$ cat src/design/ide_pkg.sv
// Shared constants, register map and bus structs for the ATA PIO disk target.
package ide_pkg;

   localparam int DISK_SECTORS = 16;
   localparam int SECTOR_WORDS = 256;
   localparam int ADDR_W = $clog2(DISK_SECTORS * SECTOR_WORDS);

   localparam logic [7:0] CMD_READ_SECTORS = 8'h20;
   localparam logic [7:0] CMD_WRITE_SECTORS = 8'h30;

   // command block, cs[0] low.
   localparam logic [2:0] REG_DATA = 3'd0;
   localparam logic [2:0] REG_ERR_FEAT = 3'd1;
   localparam logic [2:0] REG_COUNT = 3'd2;
   localparam logic [2:0] REG_LBA_LOW = 3'd3;
   localparam logic [2:0] REG_LBA_MID = 3'd4;
   localparam logic [2:0] REG_LBA_HIGH = 3'd5;
   localparam logic [2:0] REG_DEV_HEAD = 3'd6;
   localparam logic [2:0] REG_CMD_STATUS = 3'd7;
   // control block, cs[1] low.
   localparam logic [2:0] REG_DEV_CTRL = 3'd6;

   localparam logic [7:0] ERR_ABRT = 8'h04;
   localparam logic [7:0] ERR_IDNF = 8'h10;

   typedef struct packed {
      logic [2:0]  reg_sel;
      logic        ctrl_blk;
      logic        wr;       // write strobe seen.
      logic        rd_end;   // read strobe released.
      logic [15:0] wdata;
   } host_access_t;

   typedef struct packed {
      logic [7:0]  features;
      logic [7:0]  count;
      logic [27:0] lba;
      logic [7:0]  dev_head;
      logic [7:0]  command;
   } taskfile_t;

   typedef struct packed {
      logic bsy;
      logic drdy;
      logic df;
      logic dsc;
      logic drq;
      logic corr;
      logic idx;
      logic err;
   } status_t;

endpackage
$ cat src/design/taskfile_regs.sv
// Task file registers: host writes, command launch and per-sector LBA/count advance.
`timescale 1ns/1ps

module taskfile_regs (
   input  logic                  clk,
   input  logic                  arst_n,
   input  ide_pkg::host_access_t access,
   input  logic                  sector_done,
   input  logic                  soft_reset,
   input  logic                  busy,
   output ide_pkg::taskfile_t    taskfile,
   output logic                  cmd_start
);

   logic tf_wr;

   // writes only land on the command block while the drive is idle.
   assign tf_wr = access.wr & ~access.ctrl_blk & ~busy;
   assign cmd_start = tf_wr & (access.reg_sel == ide_pkg::REG_CMD_STATUS);

   always_ff @(posedge clk or negedge arst_n)
   begin
      if (!arst_n)
      begin
         taskfile <= '0;
      end
      else if (soft_reset)
      begin
         taskfile <= '0;
      end
      else if (sector_done)
      begin
         taskfile.lba <= taskfile.lba + 28'd1;
         taskfile.count <= taskfile.count - 8'd1;  // 0 wraps, count of 256.
      end
      else if (tf_wr)
      begin
         case (access.reg_sel)
            ide_pkg::REG_ERR_FEAT:
               taskfile.features <= access.wdata[7:0];
            ide_pkg::REG_COUNT:
               taskfile.count <= access.wdata[7:0];
            ide_pkg::REG_LBA_LOW:
               taskfile.lba[7:0] <= access.wdata[7:0];
            ide_pkg::REG_LBA_MID:
               taskfile.lba[15:8] <= access.wdata[7:0];
            ide_pkg::REG_LBA_HIGH:
               taskfile.lba[23:16] <= access.wdata[7:0];
            ide_pkg::REG_DEV_HEAD:
            begin
               taskfile.dev_head <= access.wdata[7:0];
               taskfile.lba[27:24] <= access.wdata[3:0];  // lba top nibble.
            end
            ide_pkg::REG_CMD_STATUS:
               taskfile.command <= access.wdata[7:0];
            default:
            begin
            end
         endcase
      end
   end

endmodule

$ cat config.mk
export PLATFORM = sky130hd
export DESIGN_NAME = taskfile_regs
export DESIGN_NICKNAME = d
export VERILOG_FILES = /design/src/design/ide_pkg.sv /design/src/design/taskfile_regs.sv
export SDC_FILE = /design/constraint.sdc
export NUM_CORES = 1
export LEC_CHECK = 0
export ABC_AREA = 0
export ABC_CLOCK_PERIOD_IN_PS = 3500
export BUFFER_PORTS_ARGS = -buffer_cell sky130_fd_sc_hd__buf_4
export CORE_ASPECT_RATIO = 2
export CORE_UTILIZATION = 35
export CTS_BUF_LIST = sky130_fd_sc_hd__clkbuf_4
export DETAILED_ROUTE_END_ITERATION = 10
export SLEW_MARGIN = 20
export SYNTH_ARGS = -nofsm -noshare
export SYNTH_HDL_FRONTEND = slang
export SYNTH_SLANG_ARGS = --single-unit
$ cat constraint.sdc
create_clock -name clk -period 3.5 [get_ports clk]
set_input_delay 0.35 -clock clk [delete_from_list [all_inputs] [get_ports clk]]
set_output_delay 0.35 -clock clk [all_outputs]
set_load 0.02 [all_outputs]
# Word-level counts from Yosys, hierarchy flattened
# Cells that the tools add are included.
# W data, S select, Z words.
# word_totals
ff_bits	60
out_inout_bits	61
word_cells	54
# op_classes
n_addsub	2
eq_ne	8
mux	13
bitwise_logic	5
reduce_logical	18
# op_table
cell	count
$mux W60	2
$mux W8	8
$mux W36	1
$add A28 B1 Y28 const B	1
$reduce_bool A3 Y1	6
$mux W16	1
$eq A3 B3 Y1 const B	4
$reduce_and A2 Y1	5
$reduce_and A3 Y1	3
$reduce_bool A2 Y1	4
$sub A8 B1 Y8 const B	1
$eq A3 B2 Y1 const B	2
$mux W4	1
$and A1 B1 Y1	3
$eq A3 B1 Y1 const B	1
$ne A2 B1 Y1 const B	1
$not A1 Y1	2

# Longest topological paths before layout
# logic_depth
ltp_word	6
ltp_mapped	7

# Worst setup path before layout
# No wires, ideal clock.
# synth_path
path_kind	register to register
from	reg taskfile[25] (netlist bit)
to	reg taskfile[31] (netlist bit)
setup_ns	0.099
arrival_ns	1.960
required_time_ns	3.401
setup_slack_ns	1.441
path_stages_with_launch	7
period_less_slack_ns	2.059
path_cell_list	dfrtp_1 -> clkbuf_4 -> nand3_4 -> or4_4 -> buf_6 -> or3_1 -> a311oi_1
# synth_between
elab_chain_cells	3
# synth_rtl
element	line_no	text
start: declaration	taskfile_regs.sv:11	output ide_pkg::taskfile_t taskfile,
$add A28 B1 Y28	taskfile_regs.sv:33	taskfile.lba <= taskfile.lba + 28'd1;
$mux W36	taskfile_regs.sv:31	else if (sector_done)
$mux W60	taskfile_regs.sv:27	else if (soft_reset)
# No other way between the ends.
# A chain may end at the register's enable or synchronous reset.

# Worst setup path after layout
# layout_path
from	reg taskfile[27] (netlist bit)
to	reg taskfile[39] (netlist bit)
# Same word-level chain as after synthesis.

==> reports/metrics.cfg <==
[critical_path]
path_buf_inv=0
worstSetupStartpoint=taskfile[27]
crit_family=simple AND/OR/NAND/NOR gates
cp.depth=4
crit_arrival_ns=2.68
crit_path_max_fanout=20
reg2reg_depth=4
r2r-end=taskfile[39]
path_class=flip-flop to flip-flop
worst_setup_path_start_kind=flip-flop
crit_end=taskfile[39]
endpoint_kind=flip-flop
timing.critical_path.slowest_cell_delay_ns=0.71
cp_cell_sequence=and4_1, nand4_1, or4_1, and3_1
reg2reg_slack_ns=1.15
crit_required_ns=3.83
slowest_stage=or4_1
reg2reg_from=taskfile[27]

[pwr]
p_leak_uw=0.00189
p_sw_uw=544
clockPowerShare_pct=31.9
power_uw=1710
switching_share_pct=31.9
vdd_drop_max_mv=0.360
seqPwrFrac_pct=47.8
cell_internal_pwr_uw=1160
power_frac_comb_pct=20.3
power_density_mw_per_mm2=397

[run]
maxCapViolCount=0

[layout]
top_regs=taskfile (60)
layout.nets=464
drive_above_1_share_pct=25.0
syn_to_final_growth_pct=23.9
largest_reg_flops=60
fin_util_pct=44.3
top_register=taskfile
fin_area_mm2=0.00430

[floorplan]
design.portCount=88
die-height_um=143
die_area_mm2=0.0103
chipWidth_um=72.4
coreArea_mm2=0.00970
num_rows=51
initial_core_util_pct=35.8

[clocking]
insertion_delay_ns=0.43
cts.repair.resized=0
path_clk_slew_ns=0.11
cts_hold_buf=0
cts_tree=built
cts_inserted_buffers=9
cts_buffer_depth=2
cts_setup_buffers=0
clockRootBuffer=clkbuf_4
cts_sinks=60
cts_htree_levels=3

[drt]
drc=0
routed_wl_um=10300
post_drt_via_cell_ratio=5.52
antenna_left=0
vias=3163
first_iter_violations=224
first_pass_iters=4
wl_per_cell_um=17.9

[placement]
dp_hpwl_um=7410
pre_cts_ws_ns=1.18
port_buffers=78
place_area_mm2=0.00415
gp_congestion=0.844

[synth]
synth.area.top_cells=dfrtp_1 43%, mux2i_1 9.5%, nor2_1 5.3%
netlist-cell-type-count=56
synth_top_cell_area_share_pct=43.3
yosysSeqAreaShare_pct=43.3
yosys.area.top_type=dfrtp_1
synth_warnings=0
yosysMostFrequentCell=dfrtp_1
synthArstFlopShare_pct=100
syn_nets=393
ys_ff_latch=60
postSynthCellCount=364
synth.top_cells.by_count=60 x dfrtp_1, 49 x nor2_1, 33 x mux2i_1, 18 x nand2_1, 13 x inv_1
ys.flop_type=dfrtp_1
synth_area_mm2=0.00347
avgSynthCellArea_um2=9.53
synth_edf_count=0

[global_route]
antenna_found_initial=1
grt_use_total_pct=21.0
grt_max_degree=61
gr-total-overflow=0
grt_pass1_vias=3169
grt_pass1_wl_um=16400

[outcome]
failed_checks=hold timing
status=finished, violations left

[worst_hold_path]
hold_class=input pin to async pin

[timing]
fin_skew_ns=0.0120
whs_ns=-0.0177
layout_min_cycle_time_ns=2.35
max_freq_mhz=425
fin_ws_ns=1.15
report.final.slew_viol_count=0
rsz0062_at_grt=false
post-route-period-util_pct=67.3
setup_viol=0
tightest_slew_ns=0.913
hold_viol_final=11
fin_setup_tns_ns=0
timing.slew.headroom_pct=38.8

per-stage QoR:
step	instances	hold WS, ns
5_1_grt	573	0.0264
6_report	573	-0.0177
3_3_place_gp	556	0.492
4_1_cts	572	0.0120
3_5_place_dp	556	0.486
2_1_floorplan	364	0.0544
layout make-up:
type	count	area, um2
clock inverters	7	81.3
well taps	132	165
diodes	1	2.50
inverters	13	48.8
fillers	1025	5400
repair buffers	81	608
clock buffers	9	67.6
multi-input cells	270	1820
flip-flops and latches	60	1500
placed cells by master (no fill, tap or decap), drive strengths merged, types with 2 or more instances in the layout:
cell type  instances
and4               4
xnor2              7
nand4             11
o41ai              2
a21oi              6
and3               7
nor3               9
xor2               5
mux2               3
ha                 2
bufinv             2
nor2              49
buf               81
a221oi             9
dfrtp             60
clkbuf             9
clkinv             5
or4               11
o211ai             2
nand3             14
a31oi             11
a311oi             4
nand2b             2
inv               13
o21bai             5
nor2b              2
a211oi             6
nor4               4
nand2             19
o31ai             10
o311a              2
mux2i             33
or3                4
o21ai             15
layer usage:
metal	share of wire (%)	wire, um	global-route usage (%)
met5	0	0	0
met4	4.1	425	11.4
met3	4.4	451	4.23
met2	54	5550	36.4
met1	37	3850	23.5
how the worst min path moves through the flow:
stage                      start           end  cells past startpoint
final                     arst_n  taskfile[12]                      1
after CTS                 arst_n  taskfile[12]                      1
after global placement    arst_n  taskfile[12]                      1
after floorplan           arst_n   taskfile[0]                      0
after detailed placement  arst_n  taskfile[12]                      1
after global routing      arst_n  taskfile[12]                      1
power by group through the flow:
stage	Sequential, uW	Clock, uW	Combinational, uW
floorplan	860	0	153
global placement	827	0	344
detailed placement	829	0	349
finish	816	544	347
global route	825	591	380
CTS	815	558	350
worst register-to-register path, stage by stage, from the launching register on:
cell and delay, ns:
dfrtp_1 0.54, and4_1 0.27, nand4_1 0.58, or4_1 0.71, and3_1 0.17
cell families after synthesis:
kind of cell	count (synthesis)	synth area share, %
AND/OR/NAND/NOR	142	22.5
AO/OA/AOI/OAI	78	15.9
flip-flops	60	43.3
multiplexers	36	10.5
buffers and inverters	34	4.15
XOR/XNOR	12	3.03
adder cells (fa/ha/maj)	2	0.721
Power figures use the tool's default switching activity.
