===== config.mk =====
export PLATFORM = sky130hd
export DESIGN_NAME = ide_bus_port
export DESIGN_NICKNAME = d
export VERILOG_FILES = /design/src/design/ide_pkg.sv /design/src/design/ide_bus_port.sv
export SDC_FILE = /design/constraint.sdc
export NUM_CORES = 1
export LEC_CHECK = 0
export ABC_CLOCK_PERIOD_IN_PS = 4300
export BUFFER_PORTS_ARGS = -buffer_cell sky130_fd_sc_hd__buf_2
export CORE_UTILIZATION = 40
export CTS_CLUSTER_DIAMETER = 60
export CTS_CLUSTER_SIZE = 25
export DETAILED_ROUTE_END_ITERATION = 12
export GPL_ROUTABILITY_DRIVEN = 0
export PLACE_DENSITY = 0.77
export RECOVER_POWER = 25
export SKIP_CTS_REPAIR_TIMING = 1
export SLEW_MARGIN = 20
export SYNTH_ARGS = -nofsm -noshare
export SYNTH_HDL_FRONTEND = slang
export SYNTH_SLANG_ARGS = --single-unit

===== constraint.sdc =====
create_clock -name clk -period 4.3 [get_ports clk]
set_input_delay 0.215 -clock clk [delete_from_list [all_inputs] [get_ports clk]]
set_output_delay 0.215 -clock clk [all_outputs]
set_load 0.01 [all_outputs]

===== src/design/ide_pkg.sv =====
// Shared constants, register map and bus structs for the ATA PIO disk target.
package ide_pkg;

   localparam int DISK_SECTORS = 16;
   localparam int SECTOR_WORDS = 256;
   localparam int ADDR_W = $clog2(DISK_SECTORS * SECTOR_WORDS);

   localparam logic [7:0] CMD_READ_SECTORS = 8'h20;
   localparam logic [7:0] CMD_WRITE_SECTORS = 8'h30;

   // command block, cs[0] low.
   localparam logic [2:0] REG_DATA = 3'd0;
   localparam logic [2:0] REG_ERR_FEAT = 3'd1;
   localparam logic [2:0] REG_COUNT = 3'd2;
   localparam logic [2:0] REG_LBA_LOW = 3'd3;
   localparam logic [2:0] REG_LBA_MID = 3'd4;
   localparam logic [2:0] REG_LBA_HIGH = 3'd5;
   localparam logic [2:0] REG_DEV_HEAD = 3'd6;
   localparam logic [2:0] REG_CMD_STATUS = 3'd7;
   // control block, cs[1] low.
   localparam logic [2:0] REG_DEV_CTRL = 3'd6;

   localparam logic [7:0] ERR_ABRT = 8'h04;
   localparam logic [7:0] ERR_IDNF = 8'h10;

   typedef struct packed {
      logic [2:0]  reg_sel;
      logic        ctrl_blk;
      logic        wr;       // write strobe seen.
      logic        rd_end;   // read strobe released.
      logic [15:0] wdata;
   } host_access_t;

   typedef struct packed {
      logic [7:0]  features;
      logic [7:0]  count;
      logic [27:0] lba;
      logic [7:0]  dev_head;
      logic [7:0]  command;
   } taskfile_t;

   typedef struct packed {
      logic bsy;
      logic drdy;
      logic df;
      logic dsc;
      logic drq;
      logic corr;
      logic idx;
      logic err;
   } status_t;

endpackage

===== src/design/ide_bus_port.sv =====
// Host side of the ATA target: strobe sampling, access decode and read-back mux.
`timescale 1ns/1ps

module ide_bus_port (
   input  logic                  clk,
   input  logic                  arst_n,
   input  logic [15:0]           data_in,
   input  logic                  dior,
   input  logic                  diow,
   input  logic [1:0]            cs,
   input  logic [2:0]            da,
   output ide_pkg::host_access_t access,
   input  ide_pkg::taskfile_t    taskfile,
   input  ide_pkg::status_t      status,
   input  logic [7:0]            error,
   input  logic [15:0]           disk_rdata,
   output logic [15:0]           data_out
);

   logic        dior_q;
   logic        diow_q;
   logic        dior_qq;
   logic        diow_qq;
   logic [1:0]  cs_q;
   logic [2:0]  da_q;
   logic [15:0] wdata_q;
   logic [2:0]  rd_sel;
   logic        rd_ctrl;
   logic        rd_hit;
   logic        sel_any;
   logic        sel_ctrl;
   logic [15:0] rd_mux;

   assign sel_any = (cs_q != 2'b11);
   assign sel_ctrl = cs_q[0] & ~cs_q[1];

   always_ff @(posedge clk or negedge arst_n)
   begin
      if (!arst_n)
      begin
         dior_q <= 1'b1;
         diow_q <= 1'b1;
         dior_qq <= 1'b1;
         diow_qq <= 1'b1;
         cs_q <= 2'b11;
         da_q <= '0;
         rd_sel <= '0;
         rd_ctrl <= 1'b0;
         rd_hit <= 1'b0;
      end
      else
      begin
         dior_q <= dior;
         diow_q <= diow;
         dior_qq <= dior_q;
         diow_qq <= diow_q;
         cs_q <= cs;
         da_q <= da;
         if (!dior_q)
         begin
            rd_sel <= da_q;     // keep target of the read until release.
            rd_ctrl <= sel_ctrl;
            rd_hit <= sel_any;
         end
      end
   end

   always_ff @(posedge clk)
   begin
      wdata_q <= data_in;
   end

   always_comb
   begin
      access.wr = diow_qq & ~diow_q & sel_any;
      access.rd_end = ~dior_qq & dior_q & rd_hit;
      access.ctrl_blk = access.rd_end ? rd_ctrl : sel_ctrl;
      access.reg_sel = access.rd_end ? rd_sel : da_q;
      access.wdata = wdata_q;
   end

   always_comb
   begin
      rd_mux = 16'h0000;
      if (sel_ctrl)
      begin
         if (da_q == ide_pkg::REG_DEV_CTRL)
            rd_mux = {8'h00, status};  // alternate status.
      end
      else if (sel_any)
      begin
         case (da_q)
            ide_pkg::REG_DATA:       rd_mux = disk_rdata;
            ide_pkg::REG_ERR_FEAT:   rd_mux = {8'h00, error};
            ide_pkg::REG_COUNT:      rd_mux = {8'h00, taskfile.count};
            ide_pkg::REG_LBA_LOW:    rd_mux = {8'h00, taskfile.lba[7:0]};
            ide_pkg::REG_LBA_MID:    rd_mux = {8'h00, taskfile.lba[15:8]};
            ide_pkg::REG_LBA_HIGH:   rd_mux = {8'h00, taskfile.lba[23:16]};
            ide_pkg::REG_DEV_HEAD:   rd_mux = {8'h00, taskfile.dev_head[7:4], taskfile.lba[27:24]};
            ide_pkg::REG_CMD_STATUS: rd_mux = {8'h00, status};
            default:                 rd_mux = 16'h0000;
         endcase
      end
   end

   always_ff @(posedge clk)
   begin
      if (!dior_q)
         data_out <= rd_mux;  // follows the register while dior is low.
   end

   strobe_excl: assert property (@(posedge clk) disable iff (!arst_n) dior_q | diow_q)
      else $error("dior and diow sampled low together.");

endmodule


* Yosys cells after proc, flatten, opt, wreduce, memory -nomap -nowiden *
Index checks and enable logic that the tools add are counted.

word-level totals
  register bits = 46
  bits in latches = 0
  RAM bits = 0
  memory bits (read-only) = 0
  input bits = 117
  output and inout port bits = 38
  word-level logic and storage cells = 34
  memories kept = 0

cells by class
  add/subtract/negate cells = 0
  $mul = 0
  divide/modulo/power cells = 0
  order comparisons = 0
  equality and inequality tests = 8
  shifts and indexed selects = 0
  muxes and demuxes = 6
  bitwise gates (word level) = 8
  reduce and logical (&&, ||, !) cells = 1

operators with widths
  kind                                            number
  one-hot mux 16 bit (8 select lines)             1
  two-way mux 16 bit                              2
  == test 3 bit (second input constant)           4
  two-way mux 8 bit                               1
  == test 3 x 2 -> 1 bit (second input constant)  2
  AND 1 bit                                       5
  == test 3 x 1 -> 1 bit (second input constant)  1
  zero test 3 bit                                 1
  two-way mux 3 bit                               1
  inverter 1 bit                                  3
  != test 2 bit (second input constant)           1
  two-way mux 1 bit                               1

* Depth between registers and ports, before layout *
  depth in word-level cells = 4
  gate-level depth with buffers = 6
  mapped depth without buffers = 4

* Least setup slack after synthesis *
OpenSTA, ideal clock, no wires.

  kind = register to output
  start = register dior_q
  end = output access[19] in the netlist's numbering
  arrival = 1.267 ns
  required time = 4.085 ns
  path slack = 2.818 ns
  stages on the path, launching flop included = 4
  path buffers = 1
  cells stage by stage = dfstp_2 > clkbuf_1 > nand3b_1 > mux2_2

RTL lines
  what                      line                RTL
  start: declaration        ide_bus_port.sv:20  logic dior_q;
  start signal: assignment  ide_bus_port.sv:53  dior_q <= dior;
  end: declaration          ide_bus_port.sv:12  output ide_pkg::host_access_t access,

* Final worst setup path *
  start = register da_q[0]
  end = register data_out[7], data pin

between the ends
  word-level cells in the longest chain between the ends = 4
  elaborated cells between the ends (all ways) = 12
  classes of those cells = eq/ne: 7; mux: 4; reduce/logical: 1

RTL lines
  what                                   line                 RTL
  start: declaration                     ide_bus_port.sv:25   logic [2:0] da_q;
  start signal: assignment               ide_bus_port.sv:46   da_q <= '0;
  start signal: assignment               ide_bus_port.sv:58   da_q <= da;
  == test 3 bit (tied with other cells)  ide_bus_port.sv:92   case (da_q)
  one-hot mux 16 bit (8 select lines)    ide_bus_port.sv:92
  two-way mux 16 bit                     ide_bus_port.sv:90   else if (sel_any)
  two-way mux 16 bit (*)                 ide_bus_port.sv:85   if (sel_ctrl)
  via rd_mux[7]                          ide_bus_port.sv:32   logic [15:0] rd_mux;
  end signal: assignment                 ide_bus_port.sv:109  data_out <= rd_mux;
  end: declaration                       ide_bus_port.sv:17   output logic [15:0] data_out

Mark *: on every way through the listed nets, which the timed path passes. The rest lies on a longest branch.
A chain may end at the register's enable or synchronous reset.

==> flow_metrics.py <==
metrics = {
    "global_routing": {
        "use_met3": 0.0488,
        "grt_max_degree": 28,
        "globalRoute.busiestLayer": "met2",
        "gr-usage-met1": 0.229,
        "grt-ovfl-total": 0,
        "grt_use_total": 0.200,
        "antenna_found_initial": 0,
        "grt_pass1_wl_um": 8160,
        "use_met2": 0.356,
        "grt_pass1_vias": 1810,
    },
    "routing": {
        "first_pass_iters": 4,
        "avgViaCountPerCell": 4.96,
        "vias": 1886,
        "wl_um": 5600,
        "antenna_left": 0,
        "drc": 0,
        "wl_per_cell_um": 14.7,
        "drtIter0Drc": 92,
    },
    "critical_path": {
        "worstSetupPathType": "flip-flop to flip-flop",
        "worstPathCellList": "nor3b_1 > nand2b_1 > o211ai_1 > nand2_1",
        "critical-path-top-delay-family": "simple AND/OR/NAND/NOR gates",
        "path_buf_inv": 0,
        "cp_slowest_cell": "nor3b_1",
        "slowest_delay_ns": 0.90,
        "end_kind": "flip-flop",
        "cp_data_required_time_ns": 4.35,
        "cp_max_fo": 27,
        "critPathLaunchType": "flip-flop",
        "crit_arrival_ns": 2.33,
    },
    "clocking": {
        "cts.clk_slew.worst_paths_ns": 0.08,
        "cts_tree": "done",
        "cts_buffers": 5,
        "cts-htree-levels": 2,
        "worstSkewPairLatency_ns": 0.30,
        "clock-sinks": 46,
        "clock_path_buffers": 2,
        "clock-root-buffer": "clkbuf_8",
    },
    "timing": {
        "fin_tns_setup_ns": 0,
        "maxSlewHeadroom": 0.266,
        "worst_slack_ns": 2.03,
        "fin_worst_skew_ns": 0.00930,
        "tightest_slew_ns": 1.10,
        "period_needed_ns": 2.27,
        "timing.final.crit_share": 0.529,
        "report.final.slew_viol_count": 0,
        "setup_viol": 0,
        "finalHoldViolations": 0,
        "hold_ws_ns": 0.0129,
        "max_freq_ghz": 0.440,
        "rsz0062_at_grt": "no",
    },
    "placement": {
        "place_hpwl_um": 4010,
        "dp_slack_ns": 2.03,
        "placed_cells": 365,
        "portBuffers": 134,
        "placedInstanceArea_um2": 2760,
    },
    "yosys": {
        "avgSynthCellArea_um2": 11.8,
        "synthesis.area_um2": 2080,
        "ys_types": 36,
        "synth_ff_type": "edfxtp_1",
        "netlist.area_leader.share": 0.230,
        "yosys.area.top_type": "edfxtp_1",
        "yosys.area_share.simple": 0.131,
        "synth_seq_area_share": 0.556,
        "synth-xor-area-share": 0,
        "syn-num-nets": 293,
        "synth_cells": 176,
        "synth_top_family_by_area": "compound AO/OA/AOI/OAI gates",
        "synthMuxAreaShare": 0.0966,
        "yosys-top-cells-area": "edfxtp_1, dfxtp_1, dfrtp_1, dfstp_2, mux2i_1",
        "yosys_warnings": 0,
        "postSynth.asyncResetShare": 0.304,
        "synth_edf_count": 16,
        "synth_compound_area_frac": 0.161,
        "synth_fa_ha_area_frac": 0,
        "ys_seq_elements": 46,
    },
    "floorplanning": {
        "core-area_um2": 4880,
        "die_h_um": 74.2,
        "initial_utilization": 0.427,
        "die_w_um": 74.2,
        "fp.dieArea_um2": 5500,
        "rows": 25,
        "ios": 155,
    },
    "layout": {
        "stdcell_count": 380,
        "drive_gt1_frac": 0.502,
        "post-route-cell-area_um2": 2940,
        "antenna_cells": 0,
        "area_growth_pct": 40.9,
        "utilization": 0.602,
        "num-nets-final": 429,
    },
    "flow_run": {
        "drv_cap": 0,
    },
    "power": {
        "powerDensity_nw_per_um2": 321,
        "p_leak_nw": 1.45,
        "vdd_drop_max_v": 0.000225,
        "p_total_mw": 0.943,
    },
    "run_status": {
        "outcome": "complete, no violations",
    },
    "worst_hold_path": {
        "worstHoldPathType": "primary input to flip-flop",
    },
}
synth_stat cells (all sizes together), types with 2 or more instances:
master and number:
inv 11, and2 9, a32o 6, mux2 7, clkbuf 5, dfstp 6, nand2b 14, mux2i 10
a22o 2, nand2 10, nor3 2, dfxtp 16, dfrtp 8, a21oi 14, o21ai 2, and3b 2
buf 7, a22oi 6, o2bb2ai 7, edfxtp 16, o211ai 6
worst reg2reg max path, delay by kind of cell (launching register included):
family / cells / cell delay, ns
flops: 1 / 0.79
simple gates: 3 / 1.13
compound gates: 1 / 0.13
logic make-up after synthesis:
family	count (synthesis)
AOI/OAI and AO/OA	46
DFF	46
and+or+nand+nor	43
buffers and inverters	23
muxes	18
layout by cell type, fill, tap and decap left out, types with 2 or more instances in the layout:
cell / netlist / routed
dfxtp_1: 16 / 16
a22oi_1: 6 / 6
o2bb2ai_1: 7 / 7
dlygate4sd3_1: 0 / 7
inv_1: 11 / 11
dfstp_2: 6 / 6
nor3_2: 2 / 2
mux2_2: 7 / 7
nand2_1: 10 / 10
dfrtp_1: 8 / 8
nand2b_1: 14 / 14
o211ai_1: 6 / 6
clkbuf_8: 0 / 5
and2_1: 8 / 8
and3b_1: 2 / 2
clkbuf_1: 4 / 2
edfxtp_1: 16 / 16
a32o_1: 6 / 6
a22o_1: 2 / 2
buf_2: 2 / 133
mux2i_1: 10 / 10
a21oi_1: 14 / 14
metal layers:
layer  part of all wire  up-vias
li1                   -      907
met1               0.39      869
met2               0.52      103
met3              0.079        7
met4              0.012        0
met5                  0        -
power breakdown:
| part | internal, mW | leakage (nW) | switching [mW] |
|---|---|---|---|
| registers | 0.480 | 0.464 | 0.0218 |
| clock network | 0.151 | 0.0539 | 0.146 |
| logic | 0.0806 | 0.929 | 0.0636 |
cell type report:
type                            count  area (um2)
Fill cell                         435        1940
Sequential cell                    46        1160
Multi-Input combinational cell    107         810
Timing Repair Buffer              141         739
Clock buffer                        7        97.6
Tap cell                           67        83.8
Inverter                           11        41.3
Clock inverter                      1        6.26
worst paths after layout:
path	from	depth (start not counted)	slack, ns	end
min	data_in[15]	1	0.01	wdata_q[15]$_DFF_P_
max reg2reg	da_q[0]$_DFF_PN0_	4	2.03	data_out[7]$_DFFE_PN_
min in group asynchronous	arst_n	2	0.49	rd_sel[0]$_DFFE_PN0N_
max in group asynchronous	arst_n	2	3.35	rd_sel[1]$_DFFE_PN0N_
min reg2reg	diow_q$_DFF_PN1_	0	0.38	diow_qq$_DFF_PN1_
max	da_q[0]$_DFF_PN0_	4	2.03	data_out[7]$_DFFE_PN_
flip-flops by register name (all words and copies together), names as in the netlist:
register  cells
da_q          3
wdata_q      16
rd_ctrl       1
data_out     16
dior_qq       1
rd_hit        1
cs_q          2
diow_qq       1
rd_sel        3
dior_q        1
diow_q        1
(Power assumes the default switching activity.)
