File: src/design/ide_pkg.sv
// Shared constants, register map and bus structs for the ATA PIO disk target.
package ide_pkg;

   localparam int DISK_SECTORS = 16;
   localparam int SECTOR_WORDS = 256;
   localparam int ADDR_W = $clog2(DISK_SECTORS * SECTOR_WORDS);

   localparam logic [7:0] CMD_READ_SECTORS = 8'h20;
   localparam logic [7:0] CMD_WRITE_SECTORS = 8'h30;

   // command block, cs[0] low.
   localparam logic [2:0] REG_DATA = 3'd0;
   localparam logic [2:0] REG_ERR_FEAT = 3'd1;
   localparam logic [2:0] REG_COUNT = 3'd2;
   localparam logic [2:0] REG_LBA_LOW = 3'd3;
   localparam logic [2:0] REG_LBA_MID = 3'd4;
   localparam logic [2:0] REG_LBA_HIGH = 3'd5;
   localparam logic [2:0] REG_DEV_HEAD = 3'd6;
   localparam logic [2:0] REG_CMD_STATUS = 3'd7;
   // control block, cs[1] low.
   localparam logic [2:0] REG_DEV_CTRL = 3'd6;

   localparam logic [7:0] ERR_ABRT = 8'h04;
   localparam logic [7:0] ERR_IDNF = 8'h10;

   typedef struct packed {
      logic [2:0]  reg_sel;
      logic        ctrl_blk;
      logic        wr;       // write strobe seen.
      logic        rd_end;   // read strobe released.
      logic [15:0] wdata;
   } host_access_t;

   typedef struct packed {
      logic [7:0]  features;
      logic [7:0]  count;
      logic [27:0] lba;
      logic [7:0]  dev_head;
      logic [7:0]  command;
   } taskfile_t;

   typedef struct packed {
      logic bsy;
      logic drdy;
      logic df;
      logic dsc;
      logic drq;
      logic corr;
      logic idx;
      logic err;
   } status_t;

endpackage
File: src/design/ide_cmd_ctrl.sv
// Command FSM of the ATA target: range check, sector sequencing, status and error.
`timescale 1ns/1ps

module ide_cmd_ctrl (
   input  logic                        clk,
   input  logic                        arst_n,
   input  ide_pkg::host_access_t       access,
   input  logic                        cmd_start,
   input  ide_pkg::taskfile_t          taskfile,
   output ide_pkg::status_t            status,
   output logic [7:0]                  error,
   output logic                        busy,
   output logic                        sector_done,
   output logic                        soft_reset,
   output logic [ide_pkg::ADDR_W-1:0]  disk_addr,
   output logic                        disk_we
);

   typedef enum logic [2:0] {IDLE, CHECK, PREP, XFER, NEXT} state_t;

   state_t      state;
   logic [7:0]  ptr;
   logic        op_write;
   logic        srst;
   logic [8:0]  count_eff;
   logic [28:0] range_end;
   logic        cmd_ok;
   logic        is_write;
   logic        data_acc;
   logic        last_word;
   logic [31:0] addr_full;

   assign is_write = (taskfile.command == ide_pkg::CMD_WRITE_SECTORS);
   assign cmd_ok = is_write | (taskfile.command == ide_pkg::CMD_READ_SECTORS);
   assign count_eff = (taskfile.count == 8'd0) ? 9'd256 : {1'b0, taskfile.count};
   assign range_end = {1'b0, taskfile.lba} + {20'd0, count_eff};

   // one data word moved by the host.
   assign data_acc = (state == XFER) & ~access.ctrl_blk & (access.reg_sel == ide_pkg::REG_DATA)
                     & (op_write ? access.wr : access.rd_end);
   assign last_word = (ptr == 8'(ide_pkg::SECTOR_WORDS - 1));
   assign sector_done = data_acc & last_word;
   assign disk_we = data_acc & op_write;
   assign addr_full = taskfile.lba * ide_pkg::SECTOR_WORDS + {24'd0, ptr};
   assign disk_addr = addr_full[ide_pkg::ADDR_W-1:0];
   assign soft_reset = srst;
   assign busy = (state != IDLE);

   always_ff @(posedge clk or negedge arst_n)
   begin
      if (!arst_n)
      begin
         state <= IDLE;
         ptr <= '0;
         op_write <= 1'b0;
         error <= 8'h00;
         srst <= 1'b0;
      end
      else
      begin
         if (access.wr & access.ctrl_blk & (access.reg_sel == ide_pkg::REG_DEV_CTRL))
            srst <= access.wdata[2];
         if (srst)
         begin
            state <= IDLE;
            ptr <= '0;
            op_write <= 1'b0;
            error <= 8'h00;
         end
         else
         begin
            case (state)
               IDLE:
                  if (cmd_start)
                  begin
                     state <= CHECK;
                     error <= 8'h00;
                  end
               CHECK:
               begin
                  op_write <= is_write;
                  ptr <= '0;
                  if (!cmd_ok)
                     error <= ide_pkg::ERR_ABRT;
                  else if (range_end > ide_pkg::DISK_SECTORS)
                     error <= ide_pkg::ERR_IDNF;
                  // writes skip the prefetch cycle.
                  state <= (cmd_ok && is_write && range_end <= ide_pkg::DISK_SECTORS) ? XFER : PREP;
               end
               PREP:
                  state <= (error != 8'h00) ? IDLE : XFER;  // read data settles here.
               XFER:
                  if (data_acc)
                  begin
                     ptr <= ptr + 8'd1;
                     if (last_word)
                        state <= (taskfile.count == 8'd1) ? IDLE : NEXT;
                  end
               NEXT:
                  state <= PREP;  // lba advanced this cycle.
               default:
                  state <= IDLE;
            endcase
         end
      end
   end

   always_comb
   begin
      status = '0;
      status.bsy = (state == CHECK) | (state == PREP) | (state == NEXT);
      status.drq = (state == XFER);
      status.drdy = ~status.bsy;
      status.dsc = ~status.bsy;
      status.err = (state == IDLE) & (error != 8'h00);
   end

   // each sector opens at word 0.
   xfer_from_zero: assert property (@(posedge clk) disable iff (!arst_n)
                                    $rose(status.drq) |-> ptr == '0)
      else $error("sector transfer started off word 0.");

   we_in_write: assert property (@(posedge clk) disable iff (!arst_n)
                                 disk_we |-> taskfile.command == ide_pkg::CMD_WRITE_SECTORS)
      else $error("disk write outside a write command.");

endmodule

File: config.mk
export PLATFORM = sky130hd
export DESIGN_NAME = ide_cmd_ctrl
export DESIGN_NICKNAME = d
export VERILOG_FILES = /design/src/design/ide_pkg.sv /design/src/design/ide_cmd_ctrl.sv
export SDC_FILE = /design/constraint.sdc
export NUM_CORES = 1
export LEC_CHECK = 0
export BUFFER_PORTS_ARGS = -buffer_cell sky130_fd_sc_hd__buf_2
export CELL_PAD_IN_SITES_DETAIL_PLACEMENT = 0
export CELL_PAD_IN_SITES_GLOBAL_PLACEMENT = 1
export CORE_MARGIN = 4
export CORE_UTILIZATION = 31
export DETAILED_ROUTE_END_ITERATION = 8
export GPL_TIMING_DRIVEN = 0
export PLACE_DENSITY_LB_ADDON = 0.12
export SKIP_CTS_REPAIR_TIMING = 1
export SLEW_MARGIN = 20
export SYNTH_ARGS = -nofsm -noshare
export SYNTH_HDL_FRONTEND = slang
export SYNTH_SLANG_ARGS = --single-unit
File: constraint.sdc
create_clock -name clk -period 2.2 [get_ports clk]
set_input_delay 0.44 -clock clk [delete_from_list [all_inputs] [get_ports clk]]
set_output_delay 0.44 -clock clk [all_outputs]
set_load 0.1 [all_outputs]
[Word-level counts from Yosys, hierarchy flattened]
Index checks and enable logic that the tools add are counted.
Cells by class
  add/subtract/negate cells: 3
  $lt $le $gt $ge: 2
  eq/ne operators: 13
  multiplexer cells: 20
  bitwise operators: 13
  reductions and logical operators: 13
Operator list (count)
  2-to-1 mux 8 bit: 6
  one-hot mux 8 bit (2 select lines): 2
  adder 28 x 9 -> 29 bit: 1
  > comparator 29 x 5 -> 1 bit, second input constant: 1
  less-or-equal comparator 29 x 5 -> 1 bit, second input constant: 1
  == test 8 x 6 -> 1 bit, second input constant: 2
  2-to-1 mux 3 bit: 5
  one-hot mux 3 bit (5 select lines): 1
  adder 12 x 8 -> 12 bit: 1
  2-to-1 mux 9 bit: 1
  nonzero test 3 bit: 3
  adder 8 x 1 -> 8 bit, second input constant: 1
  AND 1 bit: 8
  == test 8 x 1 -> 1 bit, second input constant: 1
  == test 8 bit, second input constant: 1
  zero test 8 bit: 1
  nonzero test 8 bit: 1
  == test 3 x 2 -> 1 bit, second input constant: 2
  == test 3 bit, second input constant: 2
  zero test 3 bit: 2
  != test 3 x 1 -> 1 bit, second input constant: 2
  AND reduction 3 bit: 2
  2-to-1 mux 1 bit: 4
  != test 4 bit, second input constant: 1
  other kinds (8): 12
Word-level totals
  register bits after elaboration: 21
  input port bits: 85
  logic and storage cells: 69

[Longest topological paths before layout]
Gate-level depths: netlist (run 1).
  word-level depth: 8
  depth in mapped cells: 12
  gate-level depth less buffers: 12

[Worst setup path after synthesis (run 1)]
Ideal clock, no wire load.
  path type: register to output
  from: register state[0]
  to: output port status[0] in the netlist's numbering
  arrival: 2.773 ns
  data required time: 1.760 ns
  setup slack: -1.013 ns
  stages on the path, launching flop included: 4
  cells stage by stage: dfrtp_1 clkbuf_1 or3_1 nor2_1
RTL lines
  start: declaration: RTL line ide_cmd_ctrl.sv:21  | state_t state;
  start signal: assignment: RTL line ide_cmd_ctrl.sv:88  | state <= (cmd_ok && is_write && range_end <= ide_pkg::DISK_SECTORS) ? XFER : PREP;
  start signal: assignment: RTL line ide_cmd_ctrl.sv:91  | state <= (error != 8'h00) ? IDLE : XFER;
  start signal: assignment: RTL line ide_cmd_ctrl.sv:97  | state <= (taskfile.count == 8'd1) ? IDLE : NEXT;
  end: declaration: RTL line ide_cmd_ctrl.sv:10  | output ide_pkg::status_t status,

[Worst setup path after layout (run 1)]
  from: input port taskfile[49] in the netlist's numbering
  to: register state[0]
On the way
  word-level cells in the longest chain between the ends: 8
Ends and longest elaborated chain
  start: declaration: RTL line ide_cmd_ctrl.sv:9  | input ide_pkg::taskfile_t taskfile,
  zero test 8 bit: RTL line ide_cmd_ctrl.sv:35  | assign count_eff = (taskfile.count == 8'd0) ? 9'd256 : {1'b0, taskfile.count};
  2-to-1 mux 9 bit *: RTL line ide_cmd_ctrl.sv:35
  adder 28 x 9 -> 29 bit *: RTL line ide_cmd_ctrl.sv:36  | assign range_end = {1'b0, taskfile.lba} + {20'd0, count_eff};
  less-or-equal comparator 29 x 5 -> 1 bit *: RTL line ide_cmd_ctrl.sv:88
  logical AND 1 bit *: RTL line ide_cmd_ctrl.sv:88
  2-to-1 mux 1 bit *: RTL line ide_cmd_ctrl.sv:88
  one-hot mux 3 bit (5 select lines) *: RTL line ide_cmd_ctrl.sv:72  | case (state)
  2-to-1 mux 3 bit *: RTL line ide_cmd_ctrl.sv:63  | if (srst)
Every way passes the cells marked *; elsewhere a longest branch is shown, timed or not.
A chain may end at the register's enable or synchronous reset.

==> summary.txt, run 1 <==
Non-Filler Instances: 480
Ys Warns: 0
Worst-path clk slew: 0.06 ns
Proportion of layout cells with a drive suffix above 1: 0.411
Combinational power share: 0.743
Slew Viols, Final: 0
Ys flop type: dfrtp_1
Seq cells post-synth: 15
Number of synthesized flops with an enable pin: 0
Dpl cells: 466
Placed Area: 2820 um^2
Worst endpoint required time: 2.35 ns
H-tree depth: 1
DR iter-0 viols: 129
Post-synthesis compound-gate area fraction: 0.223
WS Path Type: in2reg
First-pass iteration count of the detailed router: 6
Final net count: 481
Pwr/cell area: 754 nW/um^2
Placeable Area: 6830 um^2
Final setup fails: 5
Global-route wire length before repair: 10.6 mm
Final hold slack: 0.0824 ns
Mapped Area: 2190 um^2
CP max FO: 7
CP peak stage delay: 0.35 ns
Clk_lat worst skew: 0.25 ns
Pin count of the biggest net entering global routing: 16
Area growth from synthesis to layout: 39.3%
Post-route cell area: 3050 um^2
Sequential share of power: 0.157
Input/output buffers: 75
Mux share of post-synthesis cell area: 0.0383
Die area: 8480 um^2
Num CTS Buffers: 3
VDD IR max: 0.308 mV
DRC errors left: 0
Avg Synthesized Cell Area: 7.63 um^2
Fin crit period: 2.64 ns
Status: finished, violations left
LEAKAGE: 1.36 nW
RSZ-0062 raised after global routing: yes
Psw: 1.36 mW
Internal power: 943 uW
CTS tree: done
Synth Area in Simple Gates: 0.348
Syn Inst Count: 287
Clock tree buffer depth: 2
Die X-Extent: 92.1 um
Largest family of logic cells by synthesized area: simple AND/OR/NAND/NOR gates
Vias in the first global route: 2,229
F_max: 378 MHz
# fillers: 726
Crit path cell chain: buf_6, nor4_4, nand2_1, nor2_4, ha_4, nand2_1, o21a_4, buf_4, a2111oi_4, o22ai_2, nor4_4, nand3_1, o311ai_1
Sequential area share after synthesis: 0.171
RD Place Congestion: 0.827
Vert. Die Dim: 92.1 um
Final antenna-violating net count: 0
DP Wirelength: 5.19 mm
GRT overflow: 0
Antenna Cells: 0
Final setup skew: 0.00248 ns
Vias: 2,337
Fin crit share: 1.20
Critical path launch point type: input port
Crit path arrival time: 2.79 ns
Routed WL: 6.38 mm
Hold Fails Final Rpt: 0
Post-Route Setup TNS: -1.36 ns
Failing checks: negative setup slack
Max cap viols: 0
CP max-delay cell: a2111oi_4
Final design utilization: 0.447
Clock Power Share: 0.100
Synth Area in XOR/XNOR: 0.0560
Final worst slack: -0.445 ns
Initial Util: 0.321
Vias/cell: 4.87
Root buffer cell: clkbuf_8
Worst setup EP type: flip-flop
Hold Crit Class: in2async
CTS sink cnt: 15
Initial antenna violation count: 0
All-Layer GR Usage: 0.148
Async SR Flop Fraction: 1.00
Switching share of power: 0.590
Adder-Cell Fraction of Synth Area: 0.0662
Wire length per cell: 13.3 um
Netlist cell types: 73
Placement Rows: 30
Ports: 117
-- cell type report --
class	count	area, um^2	share of cell area
multi-input cells	244	1750	0.573
inverters	8	37.5	0.0123
repair buffers	86	526	0.172
flip-flops and latches	15	378	0.124
clock buffers	4	45.0	0.0148
plain buffers	27	198	0.0648
well taps	96	120	0.0394
-- logic make-up (layout without fill, tap and decap cells) --
| group | count (synthesis) | after routing |
|---|---|---|
| simple gates | 138 | 138 |
| compound gates | 64 | 64 |
| buf+inv | 36 | 125 |
| flops | 15 | 15 |
| xor+xnor | 14 | 14 |
| fa+ha+maj | 11 | 11 |
| mux | 8 | 8 |
| other cells | 1 | 9 |
-- per-stage QoR --
| stage | worst slack, ns | power (mW) |
|---|---|---|
| detailed placement | -0.847 | 1.97 |
| global placement | -0.842 | 1.97 |
| global route | -0.569 | 2.43 |
| CTS | -0.608 | 2.20 |
| finish | -0.445 | 2.30 |
| floorplan | -0.321 | 1.70 |
-- flip-flops by register name, indices dropped and copies added (netlist names) --
register    count
ptr             8
soft_reset      1
op_write        1
error           2
state           3
-- final timing paths --
kind / startpoint / to / slack, ns / cells past startpoint
min: arst_n / ptr[3] / 0.08 / 1
max reg2reg: state[1] / ptr[5] / 0.29 / 8
min reg2reg: op_write / op_write / 0.58 / 2
max in group asynchronous: arst_n / state[1] / 1.84 / 1
min in group clk: access[2] / soft_reset / 0.42 / 2
max: taskfile[49] / state[0] / -0.44 / 13
-- critical path, delay by kind of cell --
family | cells | cell delay, ns
AO/OA/AOI/OAI | 4 | 0.86
AND/OR/NAND/NOR | 6 | 1.07
adder cells (fa/ha/maj) | 1 | 0.18
buffers and inverters | 2 | 0.24
-- Yosys cell counts, types with 3 or more instances --
cell type   n  area, um^2
buf_4      17         128
o21ai_0     5        25.0
ha_1       10         125
a211o_1     4        35.0
nor2_1     33         124
o21ai_1     3        15.0
nor4_1      9        56.3
and4_1      3        26.3
nand2_1    28         105
and3_1      4        25.0
mux2_2      3        33.8
nand3_1    17        85.1
xor2_1     10        87.6
dfrtp_1    15         375
xnor2_1     4        35.0
nor3_2      3        30.0
clkbuf_1    8        30.0
a21oi_1    17        85.1
nand4_1     6        37.5
mux2i_1     5        50.1
nor3_1      7        35.0
inv_1       8        30.0
a211oi_1    5        37.5
-- layout by cell type (no fill, tap or decap), drive strengths merged, types with 3 or more instances in the layout --
| cell type | instances |
|---|---|
| nand3 | 18 |
| nor3 | 10 |
| a211o | 4 |
| xnor2 | 4 |
| o21ai | 8 |
| and4 | 3 |
| clkbuf | 12 |
| and2 | 3 |
| mux2 | 3 |
| inv | 6 |
| ha | 10 |
| or2 | 3 |
| a21oi | 20 |
| mux2i | 5 |
| nand4 | 8 |
| nor2 | 34 |
| a211oi | 5 |
| a21o | 4 |
| buf | 105 |
| xor2 | 10 |
| nor4 | 11 |
| conb | 9 |
| and3 | 5 |
| nand2 | 29 |
| dfrtp | 15 |
-- power groups by stage --
stage / Sequential [mW] / Clock, mW / Combinational (mW)
3_3_place_gp: 0.351 / 0 / 1.62
5_1_grt: 0.370 / 0.241 / 1.82
6_report: 0.361 / 0.230 / 1.71
4_1_cts: 0.347 / 0.234 / 1.62
2_1_floorplan: 0.470 / 0 / 1.23
3_5_place_dp: 0.352 / 0 / 1.62
-- metal layers --
layer  share of wire  GRT usage  vias to the layer above
met1            0.49      0.219                     1043
met4          0.0017     0.0223                        0
met3           0.045     0.0148                        2
met2            0.46      0.236                       63
met5               0          0                        -
li1                -          -                     1229
(Power assumes the default switching activity.)
==> run 2: changes to the inputs <==
Settings changed: CORE_UTILIZATION 31 to 32, CTS_BUF_LIST set to sky130_fd_sc_hd__clkbuf_4.
==> summary.txt, run 2 (synthesis results as in run 1) <==
Pwr/cell area: 773 nW/um^2
Hold Crit Class: in2async
Status: finished, violations left
H-tree depth: 1
DR iter-0 viols: 80
CP max FO: 7
Area growth from synthesis to layout: 41.3%
Largest register FFs: 8
First-pass iteration count of the detailed router: 4
All-Layer GR Usage: 0.154
FF+latch area: 377 um^2
Pin count of the biggest net entering global routing: 16
Initial antenna violation count: 0
Proportion of layout cells with a drive suffix above 1: 0.430
Crit path arrival time: 2.82 ns
RSZ-0062 raised after global routing: yes
Routed WL: 6.44 mm
Input/output buffers: 75
DP Wirelength: 5.15 mm
Tot Pwr: 2.40 mW
Worst endpoint required time: 2.39 ns
Setup WS pre-CTS: -0.920 ns
Initial Util: 0.337
Worst R2R Setup Slack: 0.22 ns
GRT overflow: 0
Clk_lat worst skew: 0.29 ns
Slew Viols, Final: 0
WS Path Type: in2reg
VDD IR max: 0.809 mV
Antenna Cells: 0
Failing checks: negative setup slack
Fin crit share: 1.19
Vias/cell: 5.21
F_max: 382 MHz
Vert. Die Dim: 90.7 um
Vias in the first global route: 2,315
Placement Rows: 29
Placeable Area: 6490 um^2
Vias: 2,422
Slew headroom: 0.658
Commonest non-fill, non-tap cell in the layout: buf_2
Final antenna-violating net count: 0
Root buffer cell: clkbuf_4
Die area: 8230 um^2
Post-route cell area: 3100 um^2
Post-Route Setup TNS: -1.59 ns
Final hold slack: 0.0355 ns
Slew of the pin with the lowest slew margin: 0.513 ns
Critical path launch point type: input port
Global-route wire length before repair: 10.9 mm
Final net count: 485
CTS sink cnt: 15
Worst-path clk slew: 0.10 ns
LEAKAGE: 1.39 nW
Die X-Extent: 90.7 um
Max cap viols: 0
Placed Area: 2800 um^2
Reg2reg end: ptr[5]
Reg-to-Reg Start: state[2]
Clock tree buffer depth: 2
Multi-input logic area: 1790 um^2
RD Place Congestion: 0.780
DRC errors left: 0
# fillers: 663
Final setup fails: 5
Hold Fails Final Rpt: 0
Wire length per cell: 13.9 um
Worst setup EP type: flip-flop
Fin crit period: 2.62 ns
FF-to-FF path depth: 7
Final setup skew: 0.000983 ns
CTS tree: done
Reg with most FFs: ptr
Num CTS Buffers: 3
Biggest regs: ptr x8, state x3, error x2
Ports: 117
Final worst slack: -0.421 ns
Commonest non-fill, non-tap cells in the layout: 68 x buf_2, 29 x nor2_1, 29 x buf_4, 27 x nand2_1
[run 2: changes by cell type in the layout (fill, tap and decap cells not counted), sizes merged]
cell | previous run | this run
buf | 105 | 109
clkbuf | 12 | 11
clkinv | 0 | 1
[run 2: worst max-delay path, cell delays in order]
cell and delay (ns):
buf_6 0.10, nor4_4 0.31, nand2_2 0.11, nor2_4 0.15
ha_4 0.18, and3_4 0.19, nand2_2 0.06, a21o_4 0.20
a2111oi_4 0.36, o22ai_2 0.15, nor4_4 0.35, nand3_1 0.13
o311ai_1 0.10
[run 2: area by class of cell]
| type | count | area share |
|---|---|---|
| sequential | 15 | 0.122 |
| multi-input combinational | 244 | 0.578 |
| tap | 77 | 0.0311 |
| timing repair buffer | 91 | 0.190 |
| inverter | 8 | 0.0121 |
| clock buffer | 3 | 0.00727 |
| buffer | 26 | 0.0578 |
| clock inverter | 1 | 0.00162 |
[run 2: stage by stage]
stage / instances / util
after CTS: 451 / 0.435
after floorplan: 295 / -
after global placement: 447 / 0.431
after detailed placement: 447 / 0.431
after global routing: 465 / 0.477
final: 465 / 0.477
[run 2: layer usage]
metal  vias to the layer above  routed length [um]  share of wire  track usage
li1                       1248                   -              -            -
met1                      1114                3230           0.50        0.227
met2                        60                2890           0.45        0.240
met3                         0                 323          0.050       0.0308
met4                         0                   0              0       0.0115
met5                         -                   0              0            0
[run 2: worst max path at each step]
| stage | startpoint | to | slack [ns] | cells after the start |
|---|---|---|---|---|
| after floorplan | taskfile[49] | error[2] | -0.32 | 12 |
| after global placement | taskfile[49] | state[0] | -0.93 | 13 |
| after detailed placement | taskfile[49] | error[2] | -0.92 | 13 |
| after CTS | state[1] | sector_done | -0.67 | 7 |
| after global routing | taskfile[50] | state[0] | -0.58 | 13 |
| final | taskfile[50] | state[0] | -0.42 | 13 |
[run 2: power by group]
group / leakage, nW / switching [mW] / internal (mW)
logic: 1.17 / 1.25 / 0.603
registers: 0.201 / 0.0537 / 0.313
clock network: 0.0177 / 0.103 / 0.0676
==> run 3: changes to the inputs <==
Settings changed: ABC_CLOCK_PERIOD_IN_PS set to 2200, RECOVER_POWER set to 50.
==> summary.txt, run 3 (synthesis results as in run 1) <==
Clock tree buffer depth: 2
DP Wirelength: 5.15 mm
Vias/cell: 5.21
F_max: 380 MHz
Worst-path clk slew: 0.10 ns
Slew Viols, Final: 0
Top Family by Delay on Critical Path: simple AND/OR/NAND/NOR gates
Antenna Cells: 0
Die X-Extent: 90.7 um
Non-Filler Instances: 465
Vias in the first global route: 2,315
Crit path arrival time: 2.83 ns
Slew headroom: 0.227
Biggest regs: ptr x8, state x3, error x2
Failing checks: negative setup slack
Initial antenna violation count: 0
Commonest non-fill, non-tap cells in the layout: 61 x buf_2, 29 x nor2_1, 29 x buf_4, 27 x nand2_1
Worst endpoint required time: 2.39 ns
Final setup fails: 5
WS Path Type: in2reg
GRT overflow: 0
Post-route cell area: 3090 um^2
Root buffer cell: clkbuf_4
Die area: 8230 um^2
Critical path launch point type: input port
Tot Pwr: 2.39 mW
H-tree depth: 1
Commonest non-fill, non-tap cell in the layout: buf_2
Final design utilization: 0.476
First-pass iteration count of the detailed router: 4
Setup WS pre-CTS: -0.920 ns
Clk_lat worst skew: 0.29 ns
Routed WL: 6.45 mm
DRC errors left: 0
# fillers: 668
Slew of the pin with the lowest slew margin: 1.17 ns
Worst Path Buf+Inv: 1
Pwr/cell area: 775 nW/um^2
Max cap viols: 0
Reg with most FFs: ptr
Input/output buffers: 75
All-Layer GR Usage: 0.154
RD Place Congestion: 0.780
Worst setup EP type: flip-flop
Fin crit period: 2.63 ns
Placed Area: 2800 um^2
Hold Fails Final Rpt: 0
VDD IR max: 0.809 mV
Final antenna-violating net count: 0
Wire length per cell: 13.9 um
Post-Route Setup TNS: -1.63 ns
Ports: 117
Vert. Die Dim: 90.7 um
Placeable Area: 6490 um^2
Placement Rows: 29
Initial Util: 0.337
Pin count of the biggest net entering global routing: 16
CTS sink cnt: 15
Area growth from synthesis to layout: 41.1%
Final setup skew: 0.000787 ns
Hold Crit Class: in2async
Global-route wire length before repair: 10.9 mm
Final worst slack: -0.435 ns
RSZ-0062 raised after global routing: yes
Status: finished, violations left
Vias: 2,423
CP max FO: 7
CP peak stage delay: 0.36 ns
LEAKAGE: 1.37 nW
Largest register FFs: 8
Final hold slack: 0.212 ns
Fin crit share: 1.20
Num CTS Buffers: 3
CTS tree: done
Crit path cell chain: buf_6, nor4_4, nand2_2, nor2_4, ha_4, and3_4, nand2_2, a21o_4, a2111oi_4, o22ai_2, nor4_4, nand3_1, o311ai_1
CP max-delay cell: a2111oi_4
Final net count: 485
Dpl cells: 447
DR iter-0 viols: 69
Proportion of layout cells with a drive suffix above 1: 0.418
-- run 3: area by class of cell --
cell class / instances / area (um^2) / area share
Inverter: 8 / 37.5 / 0.0121
Sequential cell: 15 / 377 / 0.122
Clock buffer: 3 / 22.5 / 0.00729
Multi-Input combinational cell: 244 / 1790 / 0.579
Buffer: 26 / 179 / 0.0579
Timing Repair Buffer: 91 / 583 / 0.189
Tap cell: 77 / 96.3 / 0.0312
Clock inverter: 1 / 5.00 / 0.00162
-- run 3: layer usage --
layer | up-vias | global-route usage | share of wire
li1 | 1247 | - | -
met5 | - | 0 | 0
met2 | 64 | 0.240 | 0.45
met4 | 0 | 0.0115 | 0
met3 | 0 | 0.0308 | 0.053
met1 | 1112 | 0.227 | 0.49
-- run 3: path summary, 6_finish.rpt --
kind | start | endpoint | slack [ns] | depth (start not counted)
worst min-delay path | arst_n | ptr[3] | 0.21 | 1
worst max register to register | state[2] | ptr[5] | 0.22 | 7
worst max-delay path | taskfile[50] | state[0] | -0.43 | 13
min in group clk | access[2] | soft_reset | 0.37 | 2
max in group asynchronous | arst_n | state[2] | 1.42 | 1
worst min register to register | op_write | op_write | 0.57 | 2
-- run 3: power breakdown --
group | internal, mW | total, mW | leakage [nW] | switching [mW]
combinational | 0.602 | 1.86 | 1.15 | 1.26
clock | 0.0676 | 0.171 | 0.0177 | 0.103
sequential | 0.313 | 0.366 | 0.201 | 0.0534
